<file path="config.mk">
export PLATFORM = sky130hd
export DESIGN_NAME = fetch_top
export DESIGN_NICKNAME = d
export VERILOG_FILES = /design/src/hw/fetch_pkg.sv /design/src/hw/fetch_top.sv /design/src/hw/fetch_port.sv /design/src/hw/pc_sequencer.sv /design/src/hw/muldiv_hold.sv /design/src/hw/redirect_capture.sv
export SDC_FILE = /design/constraint.sdc
export NUM_CORES = 1
export LEC_CHECK = 0
export BUFFER_PORTS_ARGS = -buffer_cell sky130_fd_sc_hd__buf_2
export CORE_UTILIZATION = 46
export CTS_CLUSTER_SIZE = 10
export DETAILED_ROUTE_END_ITERATION = 8
export MAX_ROUTING_LAYER = met4
export PLACE_DENSITY_LB_ADDON = 0.15
export SLEW_MARGIN = 20
export SYNTH_ARGS = -nofsm -noshare
export SYNTH_HDL_FRONTEND = slang
export SYNTH_SLANG_ARGS = --single-unit
</file>
<file path="constraint.sdc">
create_clock -name clk -period 3.95 [get_ports clk]
set_clock_uncertainty 0.05 [all_clocks]
set_input_delay 0.1975 -clock clk [delete_from_list [all_inputs] [get_ports clk]]
set_output_delay 0.1975 -clock clk [all_outputs]
set_load 0.01 [all_outputs]
</file>
<file path="src/hw/fetch_pkg.sv">
package fetch_pkg;

    // Instruction address and instruction word.
    typedef logic [31:0] addr_t;
    typedef logic [31:0] inst_t;

    // Fetch request sequencing.
    typedef enum logic [1:0] {
        f_idle,
        f_wait,
        f_finish
    } fetch_state_t;

    // Tracks a multiply or divide against fetch completion.
    typedef enum logic [1:0] {
        md_idle,
        md_arith,
        md_after,
        md_end
    } md_state_t;

    // Merged redirect request seen by the PC register.
    typedef struct packed {
        logic  hold;
        logic  load;
        addr_t target;
        logic  advance_ok;
    } redirect_t;

endpackage
</file>
<file path="src/hw/fetch_top.sv">
`timescale 1ns/1ns

module fetch_top #(
    parameter fetch_pkg::addr_t RESET_PC = 32'h8000_0000
) (
    input  logic             clk,
    input  logic             rst_n,
    input  logic             ar_hs,
    input  logic             r_done,
    input  fetch_pkg::inst_t r_data,
    input  logic             branch_taken,
    input  fetch_pkg::addr_t branch_pc,
    input  logic             jalr,
    input  fetch_pkg::addr_t jalr_pc,
    input  logic             mem_stall,
    input  logic             md_start,
    input  logic             md_busy,
    input  logic             md_done,
    output logic             if_valid,
    output fetch_pkg::addr_t ar_addr,
    output fetch_pkg::inst_t inst,
    output fetch_pkg::addr_t inst_pc,
    output logic             inst_valid
);
    import fetch_pkg::*;

    redirect_t redirect;
    addr_t     curr_pc;
    logic      md_hold;
    logic      md_release;

    redirect_capture u_redirect (
        .clk          (clk),
        .rst_n        (rst_n),
        .branch_taken (branch_taken),
        .branch_pc    (branch_pc),
        .jalr         (jalr),
        .jalr_pc      (jalr_pc),
        .mem_stall    (mem_stall),
        .curr_pc      (curr_pc),
        .redirect     (redirect)
    );

    muldiv_hold u_muldiv (
        .clk        (clk),
        .rst_n      (rst_n),
        .md_start   (md_start),
        .md_busy    (md_busy),
        .md_done    (md_done),
        .r_done     (r_done),
        .md_hold    (md_hold),
        .md_release (md_release)
    );

    pc_sequencer #(
        .RESET_PC (RESET_PC)
    ) u_pc (
        .clk        (clk),
        .rst_n      (rst_n),
        .ar_hs      (ar_hs),
        .r_done     (r_done),
        .redirect   (redirect),
        .md_hold    (md_hold),
        .md_release (md_release),
        .curr_pc    (curr_pc),
        .if_valid   (if_valid)
    );

    fetch_port u_port (
        .clk        (clk),
        .rst_n      (rst_n),
        .curr_pc    (curr_pc),
        .r_done     (r_done),
        .r_data     (r_data),
        .ar_addr    (ar_addr),
        .inst       (inst),
        .inst_pc    (inst_pc),
        .inst_valid (inst_valid)
    );

endmodule

</file>
<file path="src/hw/fetch_port.sv">
`timescale 1ns/1ns

module fetch_port (
    input  logic             clk,
    input  logic             rst_n,
    input  fetch_pkg::addr_t curr_pc,
    input  logic             r_done,
    input  fetch_pkg::inst_t r_data,
    output fetch_pkg::addr_t ar_addr,
    output fetch_pkg::inst_t inst,
    output fetch_pkg::addr_t inst_pc,
    output logic             inst_valid
);

    assign ar_addr = curr_pc;

    // The PC still points at this fetch when r_done is sampled.
    always_ff @(posedge clk) begin
        if (r_done) begin
            inst    <= r_data;
            inst_pc <= curr_pc;
        end
    end

    always_ff @(posedge clk or negedge rst_n) begin
        if (!rst_n) begin
            inst_valid <= 1'b0;
        end else begin
            inst_valid <= r_done;
        end
    end

endmodule

</file>
<file path="src/hw/pc_sequencer.sv">
`timescale 1ns/1ns

module pc_sequencer #(
    parameter fetch_pkg::addr_t RESET_PC = 32'h8000_0000
) (
    input  logic                 clk,
    input  logic                 rst_n,
    input  logic                 ar_hs,
    input  logic                 r_done,
    input  fetch_pkg::redirect_t redirect,
    input  logic                 md_hold,
    input  logic                 md_release,
    output fetch_pkg::addr_t     curr_pc,
    output logic                 if_valid
);
    import fetch_pkg::*;

    fetch_state_t state;
    fetch_state_t next_state;

    always_ff @(posedge clk or negedge rst_n) begin
        if (!rst_n) begin
            state <= f_idle;
        end else begin
            state <= next_state;
        end
    end

    always_comb begin
        next_state = state;
        case (state)
            f_idle: begin
                if (ar_hs) begin
                    next_state = f_wait;
                end
            end
            f_wait: begin
                if (r_done) begin
                    next_state = f_finish;
                end
            end
            f_finish: next_state = f_idle;
            default:  next_state = f_idle;
        endcase
    end

    // A new request is offered only once the state machine is back in idle.
    always_ff @(posedge clk or negedge rst_n) begin
        if (!rst_n) begin
            if_valid <= 1'b0;
        end else begin
            if_valid <= (next_state == f_idle);
        end
    end

    always_ff @(posedge clk or negedge rst_n) begin
        if (!rst_n) begin
            curr_pc <= RESET_PC;
        end else if (md_release) begin
            curr_pc <= curr_pc + 32'd4;
        end else if (md_hold) begin
            curr_pc <= curr_pc;
        end else if (redirect.hold) begin
            curr_pc <= curr_pc;
        end else if (redirect.load) begin
            curr_pc <= redirect.target;
        end else if (r_done && redirect.advance_ok) begin
            curr_pc <= curr_pc + 32'd4;
        end
    end

    // Only one request may be in flight.
    a_hs_in_idle: assert property (
        @(posedge clk) disable iff (!rst_n)
        ar_hs |-> (state == f_idle)
    );

endmodule

</file>
<file path="src/hw/muldiv_hold.sv">
`timescale 1ns/1ns

module muldiv_hold (
    input  logic clk,
    input  logic rst_n,
    input  logic md_start,
    input  logic md_busy,
    input  logic md_done,
    input  logic r_done,
    output logic md_hold,
    output logic md_release
);
    import fetch_pkg::*;

    md_state_t state;
    md_state_t next_state;

    always_ff @(posedge clk or negedge rst_n) begin
        if (!rst_n) begin
            state <= md_idle;
        end else begin
            state <= next_state;
        end
    end

    always_comb begin
        next_state = state;
        case (state)
            md_idle: begin
                if (md_start) begin
                    next_state = md_arith;
                end
            end
            md_arith: begin
                // The fetch may finish in the same cycle as the arithmetic.
                if (md_done && r_done) begin
                    next_state = md_end;
                end else if (md_done) begin
                    next_state = md_after;
                end
            end
            md_after: begin
                if (r_done) begin
                    next_state = md_end;
                end
            end
            md_end:  next_state = md_idle;
            default: next_state = md_idle;
        endcase
    end

    assign md_hold    = (state == md_arith) || (state == md_after);
    assign md_release = (state == md_end);

    a_done_while_busy: assert property (
        @(posedge clk) disable iff (!rst_n)
        md_done |-> md_busy
    );

endmodule

</file>
<file path="src/hw/redirect_capture.sv">
`timescale 1ns/1ns

module redirect_capture (
    input  logic                 clk,
    input  logic                 rst_n,
    input  logic                 branch_taken,
    input  fetch_pkg::addr_t     branch_pc,
    input  logic                 jalr,
    input  fetch_pkg::addr_t     jalr_pc,
    input  logic                 mem_stall,
    input  fetch_pkg::addr_t     curr_pc,
    output fetch_pkg::redirect_t redirect
);
    import fetch_pkg::*;

    logic  jalr_d;
    logic  branch_redirect;
    addr_t seq_pc;

    // The jump target arrives one cycle after the jalr pulse.
    always_ff @(posedge clk or negedge rst_n) begin
        if (!rst_n) begin
            jalr_d <= 1'b0;
        end else begin
            jalr_d <= jalr;
        end
    end

    assign seq_pc          = curr_pc + 32'd4;
    assign branch_redirect = branch_taken && (branch_pc != seq_pc);

    // Stall first, then the jump hold, the jump load, the branch load.
    always_comb begin
        redirect.hold       = mem_stall || jalr;
        redirect.load       = !redirect.hold && (jalr_d || branch_redirect);
        redirect.target     = jalr_d ? jalr_pc : branch_pc;
        redirect.advance_ok = !(mem_stall || jalr || jalr_d || branch_redirect);
    end

    // A jump request is a single-cycle pulse.
    a_jalr_pulse: assert property (
        @(posedge clk) disable iff (!rst_n)
        jalr |=> !jalr
    );

endmodule

</file>
* Yosys cells after proc, flatten, opt, wreduce, memory -nomap -nowiden
Index checks and enable logic that the tools add are counted.
** Word-level totals
- Output and inout bits :: 98
- Word-level logic and storage cells :: 50
- Input port bits :: 106
- Register bits after elaboration :: 103
** Operators by class
- Mux-type cells :: 14
- Eq/ne operators :: 10
- Reductions and logical operators :: 17
- Add/subtract/negate cells :: 1
** Operators by type and width (number)
- 32-bit two-way mux :: 6
- 32-bit by 3-bit adder with 32-bit output (second input constant) :: 1
- 32-bit != test :: 1
- 2-bit two-way mux :: 6
- 2-bit one-hot mux with 4 select lines :: 1
- 2-bit logical NOT :: 3
- 3-bit AND reduction :: 2
- 1-bit logical OR :: 5
- 2-bit by 1-bit == test with 1-bit output (second input constant) :: 2
- 2-bit == test (second input constant) :: 2
- 1-bit logical AND :: 4
- 2-bit by 1-bit != test with 1-bit output (second input constant) :: 2
- 2-bit != test (second input constant) :: 2
- 2-bit one-hot mux with 2 select lines :: 1
- 3-bit by 2-bit != test with 1-bit output (second input constant) :: 1
- 3-bit nonzero test :: 1
- 1-bit logical NOT :: 2

* Depth between registers and ports, before layout
- Depth after elaboration :: 11
- Mapped depth :: 13
- Mapped depth without buffers :: 10

* Hierarchy
From an unflattened synthesis, not the netlist that was laid out.
** Second synthesis, totals
- Cells, all modules :: 588
- Area, all modules :: 6185.9 µm²
** Modules (own cells, without submodules)
- fetch_port :: area an instance 2187.1 µm², times used 1, cells each 97, seq. area each 1946.9 µm²
- pc_sequencer :: area an instance 2159.6 µm², times used 1, cells each 257, seq. area each 877.1 µm²
- redirect_capture :: area an instance 1656.6 µm², times used 1, cells each 217, seq. area each 25.0 µm²
- muldiv_hold :: area an instance 182.7 µm², times used 1, cells each 17, seq. area each 50.0 µm²

* Worst setup path after synthesis
OpenSTA, ideal clock, no wires.
- Kind :: register to register
- Start :: register u_pc.curr_pc[3]
- End :: register u_pc.curr_pc[3]
- Period minus slack after synthesis :: 3847 ps
- Path buffers :: 2
- Library setup time :: 125 ps
- Path slack :: 103 ps
- Required time :: 3775 ps
- Cell stages (with the launch flop) :: 13
- Data arrival time :: 3673 ps
- Cells stage by stage :: dfrtp_1 -> ha_1 -> clkbuf_1 -> nand4_1 -> nor4_1 -> nand4_1 -> a22oi_1 -> or4b_2 -> nor4_4 -> o21ai_1 -> buf_4 -> mux2_4 -> mux2_2
** Between the ends
- Longest elaborated chain between the ends :: 9
- Elaborated cells between the ends (all ways) :: 15
- Classes of those cells :: add/sub (1); eq/ne (1); mux (5); reduce/logical (8)
** RTL lines
- from (decl) :: RTL line pc_sequencer.sv:13 : output fetch_pkg::addr_t curr_pc,
- from (signal assigned) :: RTL line pc_sequencer.sv:60 : curr_pc <= curr_pc + 32'd4;
- from (signal assigned) :: RTL line pc_sequencer.sv:62 : curr_pc <= curr_pc;
- from (signal assigned) :: RTL line pc_sequencer.sv:64 : curr_pc <= curr_pc;
- 32-bit by 3-bit adder with 32-bit output (*) :: RTL line pc_sequencer.sv:60, pc_sequencer.sv:68, redirect_capture.sv:29
- 32-bit != test :: RTL line redirect_capture.sv:30 : assign branch_redirect = branch_taken && (branch_pc != seq_pc);
- 1-bit logical AND :: RTL line redirect_capture.sv:30
- 1-bit logical OR :: RTL line redirect_capture.sv:35 : redirect.load = !redirect.hold && (jalr_d || branch_redirect);
- 1-bit logical AND :: RTL line redirect_capture.sv:35
- 32-bit two-way mux :: RTL line pc_sequencer.sv:65 : end else if (redirect.load) begin
- 32-bit two-way mux :: RTL line pc_sequencer.sv:63 : end else if (redirect.hold) begin
- 32-bit two-way mux :: RTL line pc_sequencer.sv:61 : end else if (md_hold) begin
- 32-bit two-way mux :: RTL line pc_sequencer.sv:59 : end else if (md_release) begin
Mark *: on every way between the ends. The rest lies on a longest branch, timed or not. The select of a mux whose other input is x is not followed.
A chain may end at the register's enable or synchronous reset.

* Worst setup path after layout
- Start :: register u_pc.curr_pc[12]
- End :: register u_pc.curr_pc[8]
** Between the ends
- Longest elaborated chain between the ends :: 9
- Elaborated cells between the ends (all ways) :: 14
- Classes of those cells :: add/sub (1); eq/ne (1); mux (4); reduce/logical (8)
** RTL lines
- 32-bit by 3-bit adder with 32-bit output (*) :: RTL line redirect_capture.sv:29 : assign seq_pc = curr_pc + 32'd4;
- 32-bit != test (*) :: RTL line redirect_capture.sv:30
- 1-bit logical AND (*) :: RTL line redirect_capture.sv:30
- 1-bit logical OR :: RTL line redirect_capture.sv:35
- 1-bit logical AND :: RTL line redirect_capture.sv:35
- 32-bit two-way mux :: RTL line pc_sequencer.sv:65
- 32-bit two-way mux :: RTL line pc_sequencer.sv:63
- 32-bit two-way mux :: RTL line pc_sequencer.sv:61
- 32-bit two-way mux :: RTL line pc_sequencer.sv:59
Marked as above.

==> results by group <==
Outcome
  • Outcome: complete, no violations

Synth
  • Synth async-reset ratio: 0.3786
  • Post-synthesis compound-gate area fraction: 0.1388
  • Post-synthesis mux area share: 0.08188
  • Flops & latches, synth: slightly above 100
  • Leading area contributor after synthesis: edfxtp_1
  • Number of synthesis warnings: 0
  • Mean Syn Cell Area: between 10 and 15 um2
  • Register area share after synthesis: 0.4865
  • Adder-Cell Fraction of Synth Area: 0.01050
  • List of most frequent post-synthesis cells: edfxtp_1, nand2_1, dfrtp_1
  • Syn nets: just under 700
  • Synth unique cells: just under 70
  • EDFF count, synth: 64
  • Synth top area share: 0.3225
  • Synth top area cells: edfxtp_1, dfrtp_1, mux2i_1, mux2_2, xnor2_1
  • Syn Std Cell Area: roughly 6000 um2
  • XOR/XNOR Fraction of Synth Area: 0.05732
  • Top-count cell post-synth: edfxtp_1
  • Synth Area in Simple Gates: 0.1837
  • Largest family of logic cells by synthesized area: simple AND/OR/NAND/NOR gates
  • Top_reg_cell synth: edfxtp_1
  • Mapped Cells: ~570

Critical path
  • FF-to-FF path depth: 10
  • Worst path slowest cell: or4b_2
  • Crit path kind: reg -> reg
  • Reg2Reg Setup Slack: 220 ps
  • Setup crit end kind: register
  • Arr. time, crit path: ~4000 ps
  • CP peak stage delay: 720 ps
  • Largest delay contributor family on the critical path: simple AND/OR/NAND/NOR gates
  • WP data required: about 4200 ps
  • CP Launch Type: register
  • Worst-path cell chain: nand4_4 > or4_1 > nor3_2 > o2111ai_1 > or4b_2 > nor4_4 > o21ai_2 > buf_4 > mux2_1 > a22oi_1
  • Critical path buffer and inverter count: 1
  • Max FO, Critical Path: 8
  • Cell count along the critical path: 10

STA
  • Max Clk Rate: 268.3 MHz
  • RSZ-0062 raised after global routing: no
  • Setup_tns: 0 ps
  • Final period utilization: 0.9436
  • Final hold violations: 0
  • Hold Worst Slack: 100.5 ps
  • Slew headroom: 0.3631
  • # setup viols final: 0
  • Final period demand of the worst path: 3727 ps
  • Max-slew violations: 0
  • Measured slew at the worst slew-check pin: 955.3 ps

Power and ir drop
  • Clock share of power: 0.164
  • Internal power: 2.979 mW
  • Cell Pwr Density: 658.0 nW/um2
  • Combinational share of power: 0.521
  • Switching power: approximately 2.4 mW
  • VDD IR max: roughly 0.59 mV
  • Sw Ratio: 0.4421
  • Reg power frac: 0.315
  • Pleak: between 3 and 4 nW
  • Total power: 5.339 mW

Placement
  • Placer Congestion: roughly 0.92
  • Port bufs: between 200 and 250
  • Placement Cell Area: about 7400 um2
  • HPWL after detailed placement: 13970 um

Detailed routing
  • Drt drc: 0
  • Via Count: around 5700
  • Vias per inst: about 5.7
  • Drt total wl: roughly 20000 um
  • WL per Instance: between 15 and 20 um
  • Drt initial violations: between 300 and 400
  • DR pass1 iterations: 7
  • Detail Route Antenna Nets: 0

CTS
  • Clk slew on worst S/H paths: roughly 70 ps
  • H-tree depth: 3
  • CTS sink cnt: 103
  • Setup bufs post-CTS: 0
  • Clock buffer count from CTS: 9
  • Worst-skew pair later-pin latency: 360 ps
  • Deepest clock path buffer count: 2
  • Root buf cell: clkbuf_16
  • CTS tree: done

Cells and area
  • Register area: about 2900 um2
  • Share of layout cells above drive strength 1: 0.3684
  • Multi-input gate area: roughly 2900 um2
  • Layout net count: roughly 940
  • Fill cell count: 1059
  • Area delta synth->final: 36.15%
  • Post-layout util: 0.6430
  • Post-route cell area: 8114 um2

Floorplan
  • Num rows: 41
  • Initial Util: 0.4722
  • Die Wd: ~120 um
  • Core Area: approximately 13000 um2
  • Die area: roughly 13000 um2
  • Io pins: around 200
  • Die height: approximately 120 um

Job
  • Max Cap Viol: 0

GRT
  • Largest net degree at the start of global routing: between 40 and 50
  • Global-route wire length before repair: a little under 30000 um
  • Initial antenna violation count: 1
  • GRT overflow: 0
  • Overall global routing resource usage: 0.3050
  • Vias in the first global route: 5589

Hold path
  • Hold Crit Class: in -> reg
  • Hold depth: 3
[cells in the final DEF, fill, tap and decap left out, drive strengths merged, types with 9 or more instances in the layout]
master,Yosys,routed
buf,14,255
edfxtp,64,64
nand2,44,44
dfrtp,38,38
dlygate4sd3,0,35
nor2,34,34
a21oi,27,27
mux2i,27,27
nand4,22,22
o21ai,22,22
inv,19,21
xnor2,20,20
nor4,20,20
xor2,19,19
nand3,19,19
mux2,19,19
nor3,17,17
a2bb2oi,13,13
and3,11,11
and2,10,10
a22oi,9,9
clkbuf,28,9
[state kept, by name (all words and copies together) (netlist names)]
register and flops:
u_port.inst_pc 32, u_muldiv.state 2, u_port.inst_valid 1, u_pc.curr_pc 32, u_port.inst 32, u_pc.if_valid 1
u_redirect.jalr_d 1, u_pc.state 2
[per-stage QoR]
stage / std cells / worst slack, ps
floorplan: 572 / 102.6
detailed placement: 957 / 178.8
global placement: 957 / 197.7
CTS: 1008 / 146.8
finish: 1009 / 222.9
global route: 1009 / 6.045
[power groups by stage]
stage | registers (mW) | logic, mW | clock network, mW
floorplan | 1.76 | 1.47 | 0
global placement | 1.68 | 2.65 | 0
detailed placement | 1.69 | 2.68 | 0
CTS | 1.67 | 2.72 | 0.886
global route | 1.72 | 3.00 | 0.923
finish | 1.68 | 2.78 | 0.877
[area by class of cell]
type / count / area share
Antenna cell: 1 / 0.0003084
Timing Repair Buffer: 290 / 0.2187
Sequential cell: 103 / 0.3573
Tap cell: 172 / 0.02652
Inverter: 19 / 0.008790
Multi-Input combinational cell: 408 / 0.3527
Clock buffer: 9 / 0.02776
Clock inverter: 7 / 0.008019
[worst reg2reg max path, delay by kind of cell (launching register included)]
| kind | cells | cell delay (ps) |
|---|---|---|
| flip-flops | 1 | 400 |
| AND/OR/NAND/NOR | 5 | 2160 |
| buffers and inverters | 1 | 210 |
| AO/OA/AOI/OAI | 3 | 510 |
| multiplexers | 1 | 310 |
[metal layers]
layer | track usage | routed length [um] | vias up
li1 | - | - | 2673
met1 | 0.3743 | 8071 | 2746
met2 | 0.5008 | 9331 | 266
met3 | 0.04341 | 1481 | 43
met4 | 0.1342 | 629 | 0
met5 | - | 0 | -
[final timing paths]
check                                  from                end
min reg2reg                   u_pc.state[1]      u_pc.state[1]
max in group asynchronous             rst_n   u_pc.curr_pc[29]
min in group asynchronous             rst_n  u_muldiv.state[0]
max                        u_pc.curr_pc[12]    u_pc.curr_pc[8]
max reg2reg                u_pc.curr_pc[12]    u_pc.curr_pc[8]
min                              jalr_pc[1]    u_pc.curr_pc[1]
[repair_timing]
item,in CTS,in global routing
resized for setup,0,11
hold buffers,35,0
endpoints found under the hold margin,72,0
endpoints found under the setup margin,0,23
[cells by family (layout without fill, tap and decap cells)]
family                   Yosys count  after routing
flip-flops                       103            103
multiplexers                      46             46
AND/OR/NAND/NOR                  200            200
adder cells (fa/ha/maj)            5              5
other                              0              1
XOR/XNOR                          39             39
AO/OA/AOI/OAI                    118            118
buffers and inverters             61            325
Note: power is estimated with default switching activity, not from simulation.
